==> src/hw/bus_config.svh <==
// memory map bases and RAM depth
// I/O window offsets, byte addresses
// CPU clock enable ratio against CLK96
`ifndef BUS_CONFIG_SVH
`define BUS_CONFIG_SVH

`define BUS_RAM_BASE  24'h208000  // work RAM, 32 KB
`define BUS_RAM_WORDS 16384
`define BUS_GCU_BASE  24'h400000
`define BUS_IO_BASE   24'h500000

`define IO_PLAYERS    8'h00
`define IO_SYSTEM     8'h02
`define IO_DIPS       8'h04
`define IO_VSTATUS    8'h06
`define IO_LATCH3     8'h10
`define IO_LATCH4     8'h12
`define IO_LATCH1_W   8'h14
`define IO_LATCH2_W   8'h16
`define IO_EEPROM_R   8'h18
`define IO_EEPROM_W   8'h1E
`define IO_OBJBANK    8'hC0  // whole C0..CF block

`define CEN_DIV       6  // 96 MHz down to 16 MHz

`endif

==> src/hw/cen_divider.sv <==
// CPU clock enable, one CLK96 cycle in every CEN_DIV
`include "bus_config.svh"

module cen_divider (
    input  logic CLK96,
    input  logic RESET96,
    output logic cen
);

    localparam int cnt_w = $clog2(`CEN_DIV);

    logic [cnt_w-1:0] count;

    always_ff @(posedge CLK96 or posedge RESET96) begin
        if (RESET96) begin
            count <= '0;
            cen   <= 1'b0;
        end else begin
            if (count == cnt_w'(`CEN_DIV - 1)) begin
                count <= '0;
            end else begin
                count <= count + 1'b1;
            end
            cen <= (count == cnt_w'(`CEN_DIV - 1));  // marks the wrap
        end
    end

endmodule

==> config.mk <==
export PLATFORM = sky130hd
export DESIGN_NAME = cen_divider
export DESIGN_NICKNAME = d
export VERILOG_FILES = /design/src/hw/cen_divider.sv
export VERILOG_INCLUDE_DIRS = /design/src /design/src/hw
export SDC_FILE = /design/constraint.sdc
export NUM_CORES = 1
export LEC_CHECK = 0
export ABC_CLOCK_PERIOD_IN_PS = 1000
export BUFFER_PORTS_ARGS = -buffer_cell sky130_fd_sc_hd__clkbuf_2
export CELL_PAD_IN_SITES_DETAIL_PLACEMENT = 1
export CELL_PAD_IN_SITES_GLOBAL_PLACEMENT = 2
export CORE_AREA = 2 2 39 41
export DETAILED_ROUTE_END_ITERATION = 12
export DIE_AREA = 0 0 41 43
export GPL_ROUTABILITY_DRIVEN = 0
export PLACE_DENSITY_LB_ADDON = 0.12
export SETUP_SLACK_MARGIN = 0.5
export SYNTH_ARGS = -nofsm -noshare
export SYNTH_HDL_FRONTEND = slang
export SYNTH_SLANG_ARGS = --single-unit
==> constraint.sdc <==
create_clock -name CLK96 -period 1 [get_ports CLK96]
set_input_delay 0.2 -clock CLK96 [delete_from_list [all_inputs] [get_ports CLK96]]
set_output_delay 0.2 -clock CLK96 [all_outputs]
set_load 0.005 [all_outputs]
Word level (Yosys, flattened, before mapping)
Index checks and enable logic that the tools add are counted.

Logic and storage cells: 5. Output and inout port bits: 1. Input bits: 2. Bits in registers: 4.

Eq/ne operators: 1. Multiplexer cells: 1. $add $sub $neg: 1.

Operators with widths (number): adder 3 x 1 -> 3 bit (second input constant) (1); == test 3 bit (second input constant) (1); 2-to-1 mux 3 bit (1).

Depth between registers and ports, before layout
Depth in word-level cells: 2. Gate-level depth with buffers: 2. Gate-level depth less buffers: 2.

Least setup slack after synthesis
No wires, ideal clock.

Kind: reg-to-reg. Start point: reg count[0]. End point: reg count[1]. Path slack: 0.267 ns. Required time: 0.926 ns. Clock period less this slack: 0.733 ns. Arrival: 0.659 ns. Path buffers: 0. Setup time: 0.074 ns. Stages on the path, launching flop included: 3. Cells stage by stage: dfrtp_1 > or2b_1 > o21ai_2.

Cells in the longest elaborated chain, start to end: 2.

RTL lines: start: declaration (line cen_divider.sv:12) `logic [cnt_w-1:0] count;`; start signal: assignment (line cen_divider.sv:22) `count <= count + 1'b1;`; adder 3 x 1 -> 3 bit or == test 3 bit (tied branches) (line cen_divider.sv:22, cen_divider.sv:19); 2-to-1 mux 3 bit * (line cen_divider.sv:19) `` if (count == cnt_w'(`CEN_DIV - 1)) begin ``.

Mark *: on every way between the ends. The rest lies on a longest branch, timed or not.

Final worst setup path
Start point: reg cen. End point: out cen.

RTL lines: start: declaration (line cen_divider.sv:7) `output logic cen`; start signal: assignment (line cen_divider.sv:24) `` cen <= (count == cnt_w'(`CEN_DIV - 1)); ``.

No word-level cell between the ends.

==> reports/results.tsv <==
metric	value	unit
post-route design area	249.0	um^2
Post-Place Cells	31	
number of global-route vias before repair	132	
area of the mapped netlist	150.1	um^2
Ant. Diodes	0	
R2R Setup Slk	0.19	ns
Unique masters post-synth	8	
#FFs+latches synth	4	
violated checks	negative hold slack	
Finish-stage setup viols	0	
initial core utilization	10.85	%
Multi-input gate area	53.80	um^2
Net Count, Synth	15	
Ys Warns	0	
drt wl/cell	8.973	um
initial antenna violation count	0	
placed cell area	180.2	um^2
VDD IR max	0.0004872	V
Mean Syn Cell Area	11.55	um^2
core area	1384	um^2
CP cell instances	clkbuf_2	
Clock Sinks	4	
FMAX	1116	MHz
WS Path Type	reg -> out	
outcome	finished, violations left	
largest net degree at the start of global routing	6	
die width	41	um
power after layout	371.0	uW
total gr overflow	0	
Max Cap Violations	0	
Detail Route Antenna Nets	0	
post-synth top area cell	dfrtp_1	
Final nets	25	
synthesis-to-finish area growth	65.83	%
met3 WL post-DR	9	um
Req. time, crit path	0.80	ns
R2R depth	2	
H-tree depth	1	
first-pass GRT wire length	586	um
pre-CTS setup slack	0.2286	ns
Mapped Cells	13	
CP Capture Type	primary output	
CTS Buffer Depth	2	
dpl hpwl	209.6	um
Num CTS Buffers	3	
DRC	0	
setup ws final	0.1039	ns
top post-synthesis cells by area	dfrtp_1, inv_1, o21ai_2	
Clk Latency, worst-skew pair	0.24	ns
Tot GR Track Use	5.841	%
setup TNS	0	ns
DIE HEIGHT	43	um
final hold violation count	4	
Pleak	0.1188	nW
unrepaired setup endpoints after global routing	yes	
share of the cycle needed by the critical path after routing	89.61	%
Core Rows	14	
Storage cell area	101.3	um^2
Detail Route met2 WL	159	um
CTS tree	done	
Pins Over Slew Limit	0	
number of I/O pins	3	
measured slew at the worst slew-check pin	0.1713	ns
final non-filler cell total	37	
M1 WL	163	um
die footprint	1763	um^2
worst min-delay path class	in -> async	
PwrDens	1490	nW/um^2
Seq/Total Area, Yosys	66.67	%
fraction of layout cells with a size suffix above 1	61.90	%
Bufs and invs on worst path	1	
layout filler cell count	161	
WP data arrival	0.70	ns
post-layout util	17.99	%
top cell type's share of synthesized area	66.67	%
Crit-path slowest cell	dfrtp_1	
family with the most delay on the worst path	flip-flops	
worst clock skew	0.004807	ns
vias	111	
final hold slack	-0.1720	ns
CP Depth	1	
Port Buffers	2	
CTS clk-pin slew, worst paths	0.04	ns
Slew HR	88.57	%
Period minus WS final	0.8961	ns
Via density	3.000	
final WL	332	um
Worst Setup Start Kind	flip-flop	
First DRT Iteration DRCs	2	
root cell of the clock tree	clkbuf_4	
Max stage delay on crit path	0.35	ns
highest routed metal layer	met3	
CP max FO	1	
router iterations before antenna repair	2	
==> flip-flops by register name, summed over array words and instances, names as in the netlist <==
register / cells
cen: 1
count: 3
==> area by class of cell <==
cell class	count	share of cell area, %
inverter	3	4.523
multi-input combinational	6	21.61
tap	16	8.040
clock buffer	3	9.045
timing repair buffer	5	16.08
sequential	4	40.70
==> per-layer routing <==
layer	vias to the layer above	track usage, %
met5	-	0
met4	0	6.000
met3	0	4.712
met2	1	5.625
met1	54	7.143
li1	56	-
==> synth_stat cells, drive strengths merged <==
master  n
dfrtp   4
inv     3
nand2b  1
nand3b  1
nor2    1
o21ai   2
or2b    1
==> cell families (layout without fill, tap and decap cells) <==
group / count (synthesis) / after routing / share of synthesized area [%]
flops: 4 / 4 / 66.67
simple gates: 4 / 4 / 16.67
buf+inv: 3 / 11 / 7.499
compound gates: 2 / 2 / 9.165
==> power by group <==
group          switching, mW  total (mW)  internal, mW
clock network         0.0685       0.203         0.134
registers                  0       0.163         0.163
logic                0.00378     0.00545       0.00167
total                 0.0723       0.371         0.299
==> final timing paths <==
path                            endpoint      from
worst max-delay path                 cen       cen
worst min register to register  count[2]  count[0]
worst max register to register  count[1]  count[0]
worst min-delay path            count[2]   RESET96
max in group asynchronous       count[0]   RESET96
min in group CLK96              count[2]  count[0]
==> placed cells by master, fill, tap and decap left out, types with 2 or more instances in the layout <==
cell      n
clkbuf_2  2
clkbuf_4  3
dfrtp_1   3
inv_1     2
buf_6     2
==> what timing repair did <==
| item | in CTS | in global routing |
|---|---|---|
| endpoints found under the setup margin | 5 | 5 |
| hold endpoints to repair | 4 | 4 |
| pin swaps | 0 | 1 |
| buffers inserted | 1 | 2 |
| gates resized for setup | 6 | 2 |
No activity file was read; power rests on OpenSTA's default activity.
