$ cat src/hw/bus_config.svh
// memory map bases and RAM depth
// I/O window offsets, byte addresses
// CPU clock enable ratio against CLK96
`ifndef BUS_CONFIG_SVH
`define BUS_CONFIG_SVH

`define BUS_RAM_BASE  24'h208000  // work RAM, 32 KB
`define BUS_RAM_WORDS 16384
`define BUS_GCU_BASE  24'h400000
`define BUS_IO_BASE   24'h500000

`define IO_PLAYERS    8'h00
`define IO_SYSTEM     8'h02
`define IO_DIPS       8'h04
`define IO_VSTATUS    8'h06
`define IO_LATCH3     8'h10
`define IO_LATCH4     8'h12
`define IO_LATCH1_W   8'h14
`define IO_LATCH2_W   8'h16
`define IO_EEPROM_R   8'h18
`define IO_EEPROM_W   8'h1E
`define IO_OBJBANK    8'hC0  // whole C0..CF block

`define CEN_DIV       6  // 96 MHz down to 16 MHz

`endif

$ cat src/hw/bus_map_pkg.sv
// address, data word and RAM index types
// byte lane strobes
// decoded region and access FSM state enums
`include "bus_config.svh"

package bus_map_pkg;

    typedef logic [23:0] bus_addr_t;  // byte address
    typedef logic [15:0] bus_word_t;
    typedef logic [$clog2(`BUS_RAM_WORDS)-1:0] ram_index_t;
    typedef logic [1:0]  lane_t;      // bit 1 upper byte, bit 0 lower byte

    typedef enum logic [1:0] {
        region_none,
        region_ram,
        region_gcu,
        region_io
    } region_e;

    typedef enum logic [2:0] {
        st_idle,
        st_wait_cen,   // holds the access until the next cen
        st_access,     // slaves present read data
        st_read_data,  // rvalid up
        st_respond     // bvalid up
    } access_state_e;

endpackage

$ cat src/hw/cpu_bus_if.sv
// single access bus from the AXI front end to the slaves
// master and slave modports
interface cpu_bus_if;
    import bus_map_pkg::*;

    bus_addr_t addr;
    region_e   region;
    bus_word_t wdata;
    lane_t     lanes;
    logic      wr;         // one cycle, on cen
    logic      rd;         // one cycle, on cen
    bus_word_t ram_rdata;  // valid the cycle after rd
    bus_word_t io_rdata;   // registered on rd

    modport master (
        output addr, region, wdata, lanes, wr, rd,
        input  ram_rdata, io_rdata
    );

    modport slave (
        input  addr, region, wdata, lanes, wr, rd,
        output ram_rdata, io_rdata
    );

endinterface

$ cat src/hw/access_fsm.sv
// AXI4-Lite slave front end standing in for the CPU strobes
// region decode, one wr or rd pulse per transaction on cen
// read data capture and response generation
`include "bus_config.svh"

module access_fsm (
    input  logic                  CLK96,
    input  logic                  RESET96,
    input  logic                  cen,
    input  bus_map_pkg::bus_addr_t awaddr,
    input  logic                  awvalid,
    output logic                  awready,
    input  logic [31:0]           wdata,
    input  logic [3:0]            wstrb,
    input  logic                  wvalid,
    output logic                  wready,
    output logic [1:0]            bresp,
    output logic                  bvalid,
    input  logic                  bready,
    input  bus_map_pkg::bus_addr_t araddr,
    input  logic                  arvalid,
    output logic                  arready,
    output logic [31:0]           rdata,
    output logic [1:0]            rresp,
    output logic                  rvalid,
    input  logic                  rready,
    cpu_bus_if.master             bus
);
    import bus_map_pkg::*;

    access_state_e state;
    logic          is_wr;
    logic          take_wr;
    logic          take_rd;
    bus_word_t     rdata_q;

    function automatic region_e decode(input bus_addr_t a);
        if (a[23:15] == 9'(`BUS_RAM_BASE >> 15))
            return region_ram;     // 208000..20FFFF
        if (a[23:8] == 16'(`BUS_GCU_BASE >> 8))
            return region_gcu;
        if (a[23:8] == 16'(`BUS_IO_BASE >> 8))
            return region_io;
        return region_none;
    endfunction

    // aw and w only complete together; writes win over reads
    assign awready = (state == st_idle) && (awvalid == wvalid);
    assign wready  = awready;
    assign arready = (state == st_idle) && !awvalid && !wvalid;
    assign take_wr = (state == st_idle) && awvalid && wvalid;
    assign take_rd = (state == st_idle) && arvalid && !awvalid && !wvalid;

    // access cycle lands on cen itself
    assign bus.wr = (state == st_wait_cen) && cen && is_wr;
    assign bus.rd = (state == st_wait_cen) && cen && !is_wr;

    always_ff @(posedge CLK96 or posedge RESET96) begin
        if (RESET96) begin
            state <= st_idle;
        end else begin
            case (state)
                st_idle:      if (take_wr || take_rd) state <= st_wait_cen;
                st_wait_cen:  if (cen) state <= is_wr ? st_respond : st_access;
                st_access:    state <= st_read_data;
                st_read_data: if (rready) state <= st_idle;
                st_respond:   if (bready) state <= st_idle;
                default:      state <= st_idle;
            endcase
        end
    end

    always_ff @(posedge CLK96) begin
        if (take_wr) begin
            bus.addr   <= awaddr;
            bus.region <= decode(awaddr);
            bus.wdata  <= wdata[15:0];
            bus.lanes  <= wstrb[1:0];  // UDS, LDS
            is_wr      <= 1'b1;
        end else if (take_rd) begin
            bus.addr   <= araddr;
            bus.region <= decode(araddr);
            bus.lanes  <= 2'b11;
            is_wr      <= 1'b0;
        end
        if (state == st_access) begin
            case (bus.region)
                region_ram:             rdata_q <= bus.ram_rdata;
                region_gcu, region_io:  rdata_q <= bus.io_rdata;
                default:                rdata_q <= '0;  // unmapped
            endcase
        end
    end

    assign bvalid = (state == st_respond);
    assign rvalid = (state == st_read_data);
    assign bresp  = 2'b00;  // always OKAY
    assign rresp  = 2'b00;
    assign rdata  = {16'h0000, rdata_q};

endmodule

$ cat src/flat_wrapper.sv
// flat-port wrapper written by rule: the top's interface ports become plain ports
module access_fsm_flat import bus_map_pkg::*;
  (CLK96, RESET96, cen, awaddr, awvalid, awready, wdata, wstrb, wvalid, wready, bresp, bvalid, bready, araddr, arvalid, arready, rdata, rresp, rvalid, rready, bus_addr, bus_region, bus_wdata, bus_lanes, bus_wr, bus_rd, bus_ram_rdata, bus_io_rdata);
  cpu_bus_if bus_i ();
  input  logic CLK96;
  input  logic RESET96;
  input  logic cen;
  input  bus_map_pkg::bus_addr_t awaddr;
  input  logic awvalid;
  output logic awready;
  input  logic [31:0] wdata;
  input  logic [3:0] wstrb;
  input  logic wvalid;
  output logic wready;
  output logic [1:0] bresp;
  output logic bvalid;
  input  logic bready;
  input  bus_map_pkg::bus_addr_t araddr;
  input  logic arvalid;
  output logic arready;
  output logic [31:0] rdata;
  output logic [1:0] rresp;
  output logic rvalid;
  input  logic rready;
  output wire logic [$bits(bus_i.addr)-1:0] bus_addr;
  output wire logic [$bits(bus_i.region)-1:0] bus_region;
  output wire logic [$bits(bus_i.wdata)-1:0] bus_wdata;
  output wire logic [$bits(bus_i.lanes)-1:0] bus_lanes;
  output wire logic [$bits(bus_i.wr)-1:0] bus_wr;
  output wire logic [$bits(bus_i.rd)-1:0] bus_rd;
  input wire logic [$bits(bus_i.ram_rdata)-1:0] bus_ram_rdata;
  input wire logic [$bits(bus_i.io_rdata)-1:0] bus_io_rdata;
  assign bus_addr = bus_i.addr;
  assign bus_region = bus_i.region;
  assign bus_wdata = bus_i.wdata;
  assign bus_lanes = bus_i.lanes;
  assign bus_wr = bus_i.wr;
  assign bus_rd = bus_i.rd;
  assign bus_i.ram_rdata = bus_ram_rdata;
  assign bus_i.io_rdata = bus_io_rdata;
  access_fsm u_core (.CLK96(CLK96), .RESET96(RESET96), .cen(cen), .awaddr(awaddr), .awvalid(awvalid), .awready(awready), .wdata(wdata), .wstrb(wstrb), .wvalid(wvalid), .wready(wready), .bresp(bresp), .bvalid(bvalid), .bready(bready), .araddr(araddr), .arvalid(arvalid), .arready(arready), .rdata(rdata), .rresp(rresp), .rvalid(rvalid), .rready(rready), .bus(bus_i));
endmodule
$ cat config.mk
export PLATFORM = sky130hd
export DESIGN_NAME = access_fsm_flat
export DESIGN_NICKNAME = d
export VERILOG_FILES = /design/src/hw/bus_map_pkg.sv /design/src/hw/cpu_bus_if.sv /design/src/hw/access_fsm.sv /design/src/flat_wrapper.sv
export VERILOG_INCLUDE_DIRS = /design/src /design/src/hw
export SDC_FILE = /design/constraint.sdc
export NUM_CORES = 1
export LEC_CHECK = 0
export ABC_AREA = 1
export BUFFER_PORTS_ARGS = -buffer_cell sky130_fd_sc_hd__buf_2
export CAP_MARGIN = 15
export CORE_MARGIN = 3
export CORE_UTILIZATION = 30
export CTS_BUF_LIST = sky130_fd_sc_hd__clkbuf_4
export DETAILED_ROUTE_END_ITERATION = 12
export SLEW_MARGIN = 5
export SYNTH_ARGS = -nofsm -noshare
export SYNTH_HDL_FRONTEND = slang
export SYNTH_SLANG_ARGS = --single-unit
$ cat constraint.sdc
create_clock -name CLK96 -period 2.3 [get_ports CLK96]
set_clock_uncertainty 0.15 [all_clocks]
set_input_delay 0.23 -clock CLK96 [delete_from_list [all_inputs] [get_ports CLK96]]
set_output_delay 0.23 -clock CLK96 [all_outputs]
set_load 0.03 [all_outputs]
* Word level (Yosys, flattened, before mapping)
Cells that the tools add are included.
Word-level totals: bits in registers 64, input bits 124
Cells by class: equality and inequality tests 18, mux-type cells 46, reductions and logical operators 19
Operators with widths (count):
- == test 16 x 15 -> 1 bit, second input constant | 4
- 2-to-1 mux 24 bit | 2
- 2-to-1 mux 2 bit | 16
- case mux 16 bit (2 select lines) | 1
- 2-to-1 mux 1 bit | 21
- == test 9 x 7 -> 1 bit, second input constant | 2
- 2-to-1 mux 3 bit | 5
- case mux 3 bit (5 select lines) | 1
- logical AND 1 bit | 11
- == test 3 x 2 -> 1 bit, second input constant | 2
- == test 2 bit, second input constant | 2
- != test 2 x 1 -> 1 bit, second input constant | 2
- != test 2 bit, second input constant | 2
- AND reduction 4 bit | 1
- == test 3 x 1 -> 1 bit, second input constant | 1
- == test 3 bit, second input constant | 1
- zero test 1 bit | 3
- zero test 3 bit | 1
- == test 2 x 1 -> 1 bit, second input constant | 1
- nonzero test 2 bit | 1
- OR reduction 2 bit | 1
- == test 1 bit | 1
- logical OR 1 bit | 1

* Logic depth before layout (Yosys ltp)
word-level depth 18, gate-level depth with buffers 8

* Worst setup path after synthesis
Ideal clock, no wire load.
path kind reg-to-reg, start register u_core.state[0], end register u_core.bus.addr[0], enable pin, library setup time 0.385 ns, arrival 1.902 ns, data required time 1.765 ns, setup slack -0.138 ns, stages on the path, launching flop included 6, buffers on the path 0, clock period less this slack 2.438 ns, path through dfrtp_1 > nor2_2 > nand2_2 > nor2_1 > nand2_1 > nand2_1
On the way: longest elaborated chain between the ends 5, elaborated cells on any way between the ends 7
Ends and longest elaborated chain:
- start, declared | line access_fsm.sv:31 | access_state_e state;
- start signal, assigned | line access_fsm.sv:60 | state <= st_idle;
- start signal, assigned | line access_fsm.sv:63 | st_idle: if (take_wr || take_rd) state <= st_wait_cen;
- start signal, assigned | line access_fsm.sv:64 | st_wait_cen: if (cen) state <= is_wr ? st_respond : st_access;
- zero test 3 bit (*) | line access_fsm.sv:51, access_fsm.sv:52
- logical AND 1 bit (3 in series) | line access_fsm.sv:52 | assign take_rd = (state == st_idle) && arvalid && !awvalid && !wvalid;
- nonzero test 2 bit (no line) (*)
- end signal, assigned | line access_fsm.sv:75 | bus.addr <= awaddr;
- end signal, assigned | line access_fsm.sv:81 | bus.addr <= araddr;
- end, declared | line cpu_bus_if.sv:16 | output addr, region, wdata, lanes, wr, rd,
Mark *: on every way between the ends. The rest lies on a longest branch, timed or not. A chain may end at the register's enable or synchronous reset.

* Final worst setup path
start register u_core.state[1], end register u_core.bus.addr[2] (data pin)
On the way: longest elaborated chain between the ends 4
Ends and longest elaborated chain:
- zero test 3 bit | line access_fsm.sv:51 | assign take_wr = (state == st_idle) && awvalid && wvalid;
- logical AND 1 bit (2 in series) | line access_fsm.sv:51
- 2-to-1 mux 24 bit | line access_fsm.sv:74 | if (take_wr) begin
Every way passes these cells.

==> results.tsv <==
stage	metric	value	unit
clock_network	Sink Count	64	
floorplan	IO Count	211	
clock_network	Clk pin slew, worst setup/hold paths	110	ps
power	Cell Pwr Density	798	mW/mm²
timing	minimum clock period	2160	ps
layout	P&R area growth vs syn	61.0	%
layout	final core occ	50.8	%
timing	worst setup slack after layout	143	ps
grt	total grt overflow	0	
clock_network	cts bufs inserted	9	
timing	Rel. slew slack	58.6	%
floorplan	core area	0.00995	mm²
route	total detailed-routing wirelength	9.19	mm
placed_design	PortBufs	172	
synthesis	Yosys reg bits	64	
placed_design	detailed placer's ending HPWL	6.61	mm
clock_network	CTS tree	done	
clock_network	Longest Clk Path Bufs	2	
power	Pwr Total	4.03	mW
grt	GRT Total Usage	15.4	%
placed_design	final RePlAce weighted congestion	0.870	
synthesis	largest area contributor in the netlist	edfxtp_1	
grt	vias in the first global route	2982	
synthesis	Synth Instances	344	
worst_setup_path	crit-path max FO	12	
timing	Final Hold Viols	0	
timing	unrepaired setup endpoints after global routing	false	
route	Post-DRT Antenna Nets	0	
timing	Final Max Tran Viols	0	
layout	commonest non-fill, non-tap cell in the layout	buf_2	
grt	first-pass GRT wire length	14.0	mm
synthesis	Seq/Total Area, Yosys	60.4	%
synthesis	Area contributors post-synth	edfxtp_1, nand2_1, buf_4	
floorplan	row count	36	
route	WL per Instance	12.4	µm
clock_network	H-tree Lvls	3	
clock_network	Root Driver	clkbuf_4	
clock_network	worst-skew pair later-pin latency	400	ps
timing	Fin Hold WS	30.8	ps
timing	Slew @ Worst Pin	620	ps
synthesis	Synth Warn #	0	
worst_setup_path	Worst setup EP type	flip-flop	
layout	# diodes	0	
floorplan	die area	0.0117	mm²
status	status	finished, final reports clean	
floorplan	effective utilization at floorplan	31.5	%
timing	TNS Setup	0	ps
grt	antenna violations before repair	0	
layout	filler cell count	929	
route	DRC	0	
route	vias per cell	4.27	
worst_setup_path	Worst Path Required	2300	ps
route	Vias	3169	
grt	largest net degree at the start of global routing	28	
synthesis	Netlist Area Pre-Place	0.00314	mm²
synthesis	share of the synthesized area in the top cell type	57.4	%
synthesis	mean area per synthesized cell	9.13	µm²
route	drt pass-1 iters	4	
timing	fmax	464	MHz
worst_setup_path	Crit Path Class	reg -> reg	
timing	Final Cycle Share	93.8	%
power	Pleak	2.47	nW
run	Max Cap Viol	0	
floorplan	Die Wd	108	µm
synthesis	Yosys cell types	25	
worst_setup_path	type of origin of the critical path	flip-flop	
layout	share of layout cells above drive strength 1	33.7	%
placed_design	dpl ws	412	ps
worst_setup_path	CP arrival	2160	ps
layout	Layout Nets	728	
route	initial detailed-routing violation count	114	
power	Max VDD drop	0.000370	V
timing	final setup fails	0	
floorplan	Chip Height	108	µm
layout	most frequent cells in the layout	buf_2, nand2_1, dlygate4sd3_1	
hold_path	HP Class	in -> reg	
-- where the power goes --
part / switching (mW) / internal [mW] / total (mW)
registers: 0.0816 / 1.57 / 1.65
logic: 1.04 / 0.591 / 1.63
clock network: 0.423 / 0.330 / 0.753
total: 1.55 / 2.49 / 4.03
-- layout make-up --
type                    instances  area (µm²)  area share [%]
inverters                      37         139            2.75
well taps                     133         166            3.29
flip-flops and latches         64        1900            37.5
repair buffers                261        1740            34.5
clock inverters                 7        71.3            1.41
multi-input cells             231         971            19.2
clock buffers                   9        67.6            1.34
-- kinds of logic after synthesis --
| logic type | count (synthesis) | synth area share, % |
|---|---|---|
| and+or+nand+nor | 191 | 25.1 |
| buffers and inverters | 68 | 11.0 |
| other | 1 | 0.119 |
| AOI/OAI and AO/OA | 20 | 3.39 |
| DFF | 64 | 60.4 |
-- critical path, cell delays in order (launching register included) --
cell           delay (ps)
dfrtp_1               440
nor2_2                130
nand2_2               120
nor2_8                110
inv_2                 110
buf_4                 200
nand2_1                70
nand2_1                40
dlygate4sd3_1         540
-- flip-flops by register name, indices dropped and copies added (netlist names) --
name               flops
u_core.state           3
u_core.bus.region      2
u_core.bus.lanes       2
u_core.bus.wdata      16
u_core.bus.addr       24
u_core.rdata_q        16
u_core.is_wr           1
-- repair_timing --
action	in CTS	in global routing
resized for setup	0	1
endpoints found under the setup margin	0	8
buffers inserted	0	3
hold buffers	81	0
endpoints found under the hold margin	58	0
-- per-layer routing --
metal | share of wire (%) | GRT usage (%)
met1 | 41 | 18.7
met2 | 50 | 27.2
met3 | 7.5 | 2.87
met4 | 1.5 | 5.68
met5 | 0 | 0
-- cell usage after synthesis (all sizes together) --
library cell    n
edfxtp         60
inv            37
or2             3
conb            1
clkbuf          5
nor2           44
dfxtp           1
nand4           1
nand3          25
nand3b          1
dfrtp           3
o211ai          1
nand2         114
buf            26
a21oi           2
nor3            3
o21ai          17
-- final timing paths --
check	startpoint	slack (ps)	cells past startpoint	to
setup reg to reg	u_core.state[1]	140	8	u_core.bus.addr[2]
hold / removal	awaddr[20]	30	3	u_core.bus.addr[20]
max in group asynchronous	RESET96	1760	3	u_core.state[0]
min in group asynchronous	RESET96	100	3	u_core.state[2]
setup / recovery	u_core.state[1]	140	8	u_core.bus.addr[2]
hold reg to reg	u_core.is_wr	320	2	u_core.is_wr
-- through the flow --
stage | instance area [µm²] | instances
6_report | 5060 | 742
2_1_floorplan | 3210 | 363
3_3_place_gp | 4080 | 642
3_5_place_dp | 4080 | 642
5_1_grt | 5060 | 742
4_1_cts | 5030 | 739
No activity file was read; power rests on OpenSTA's default activity.
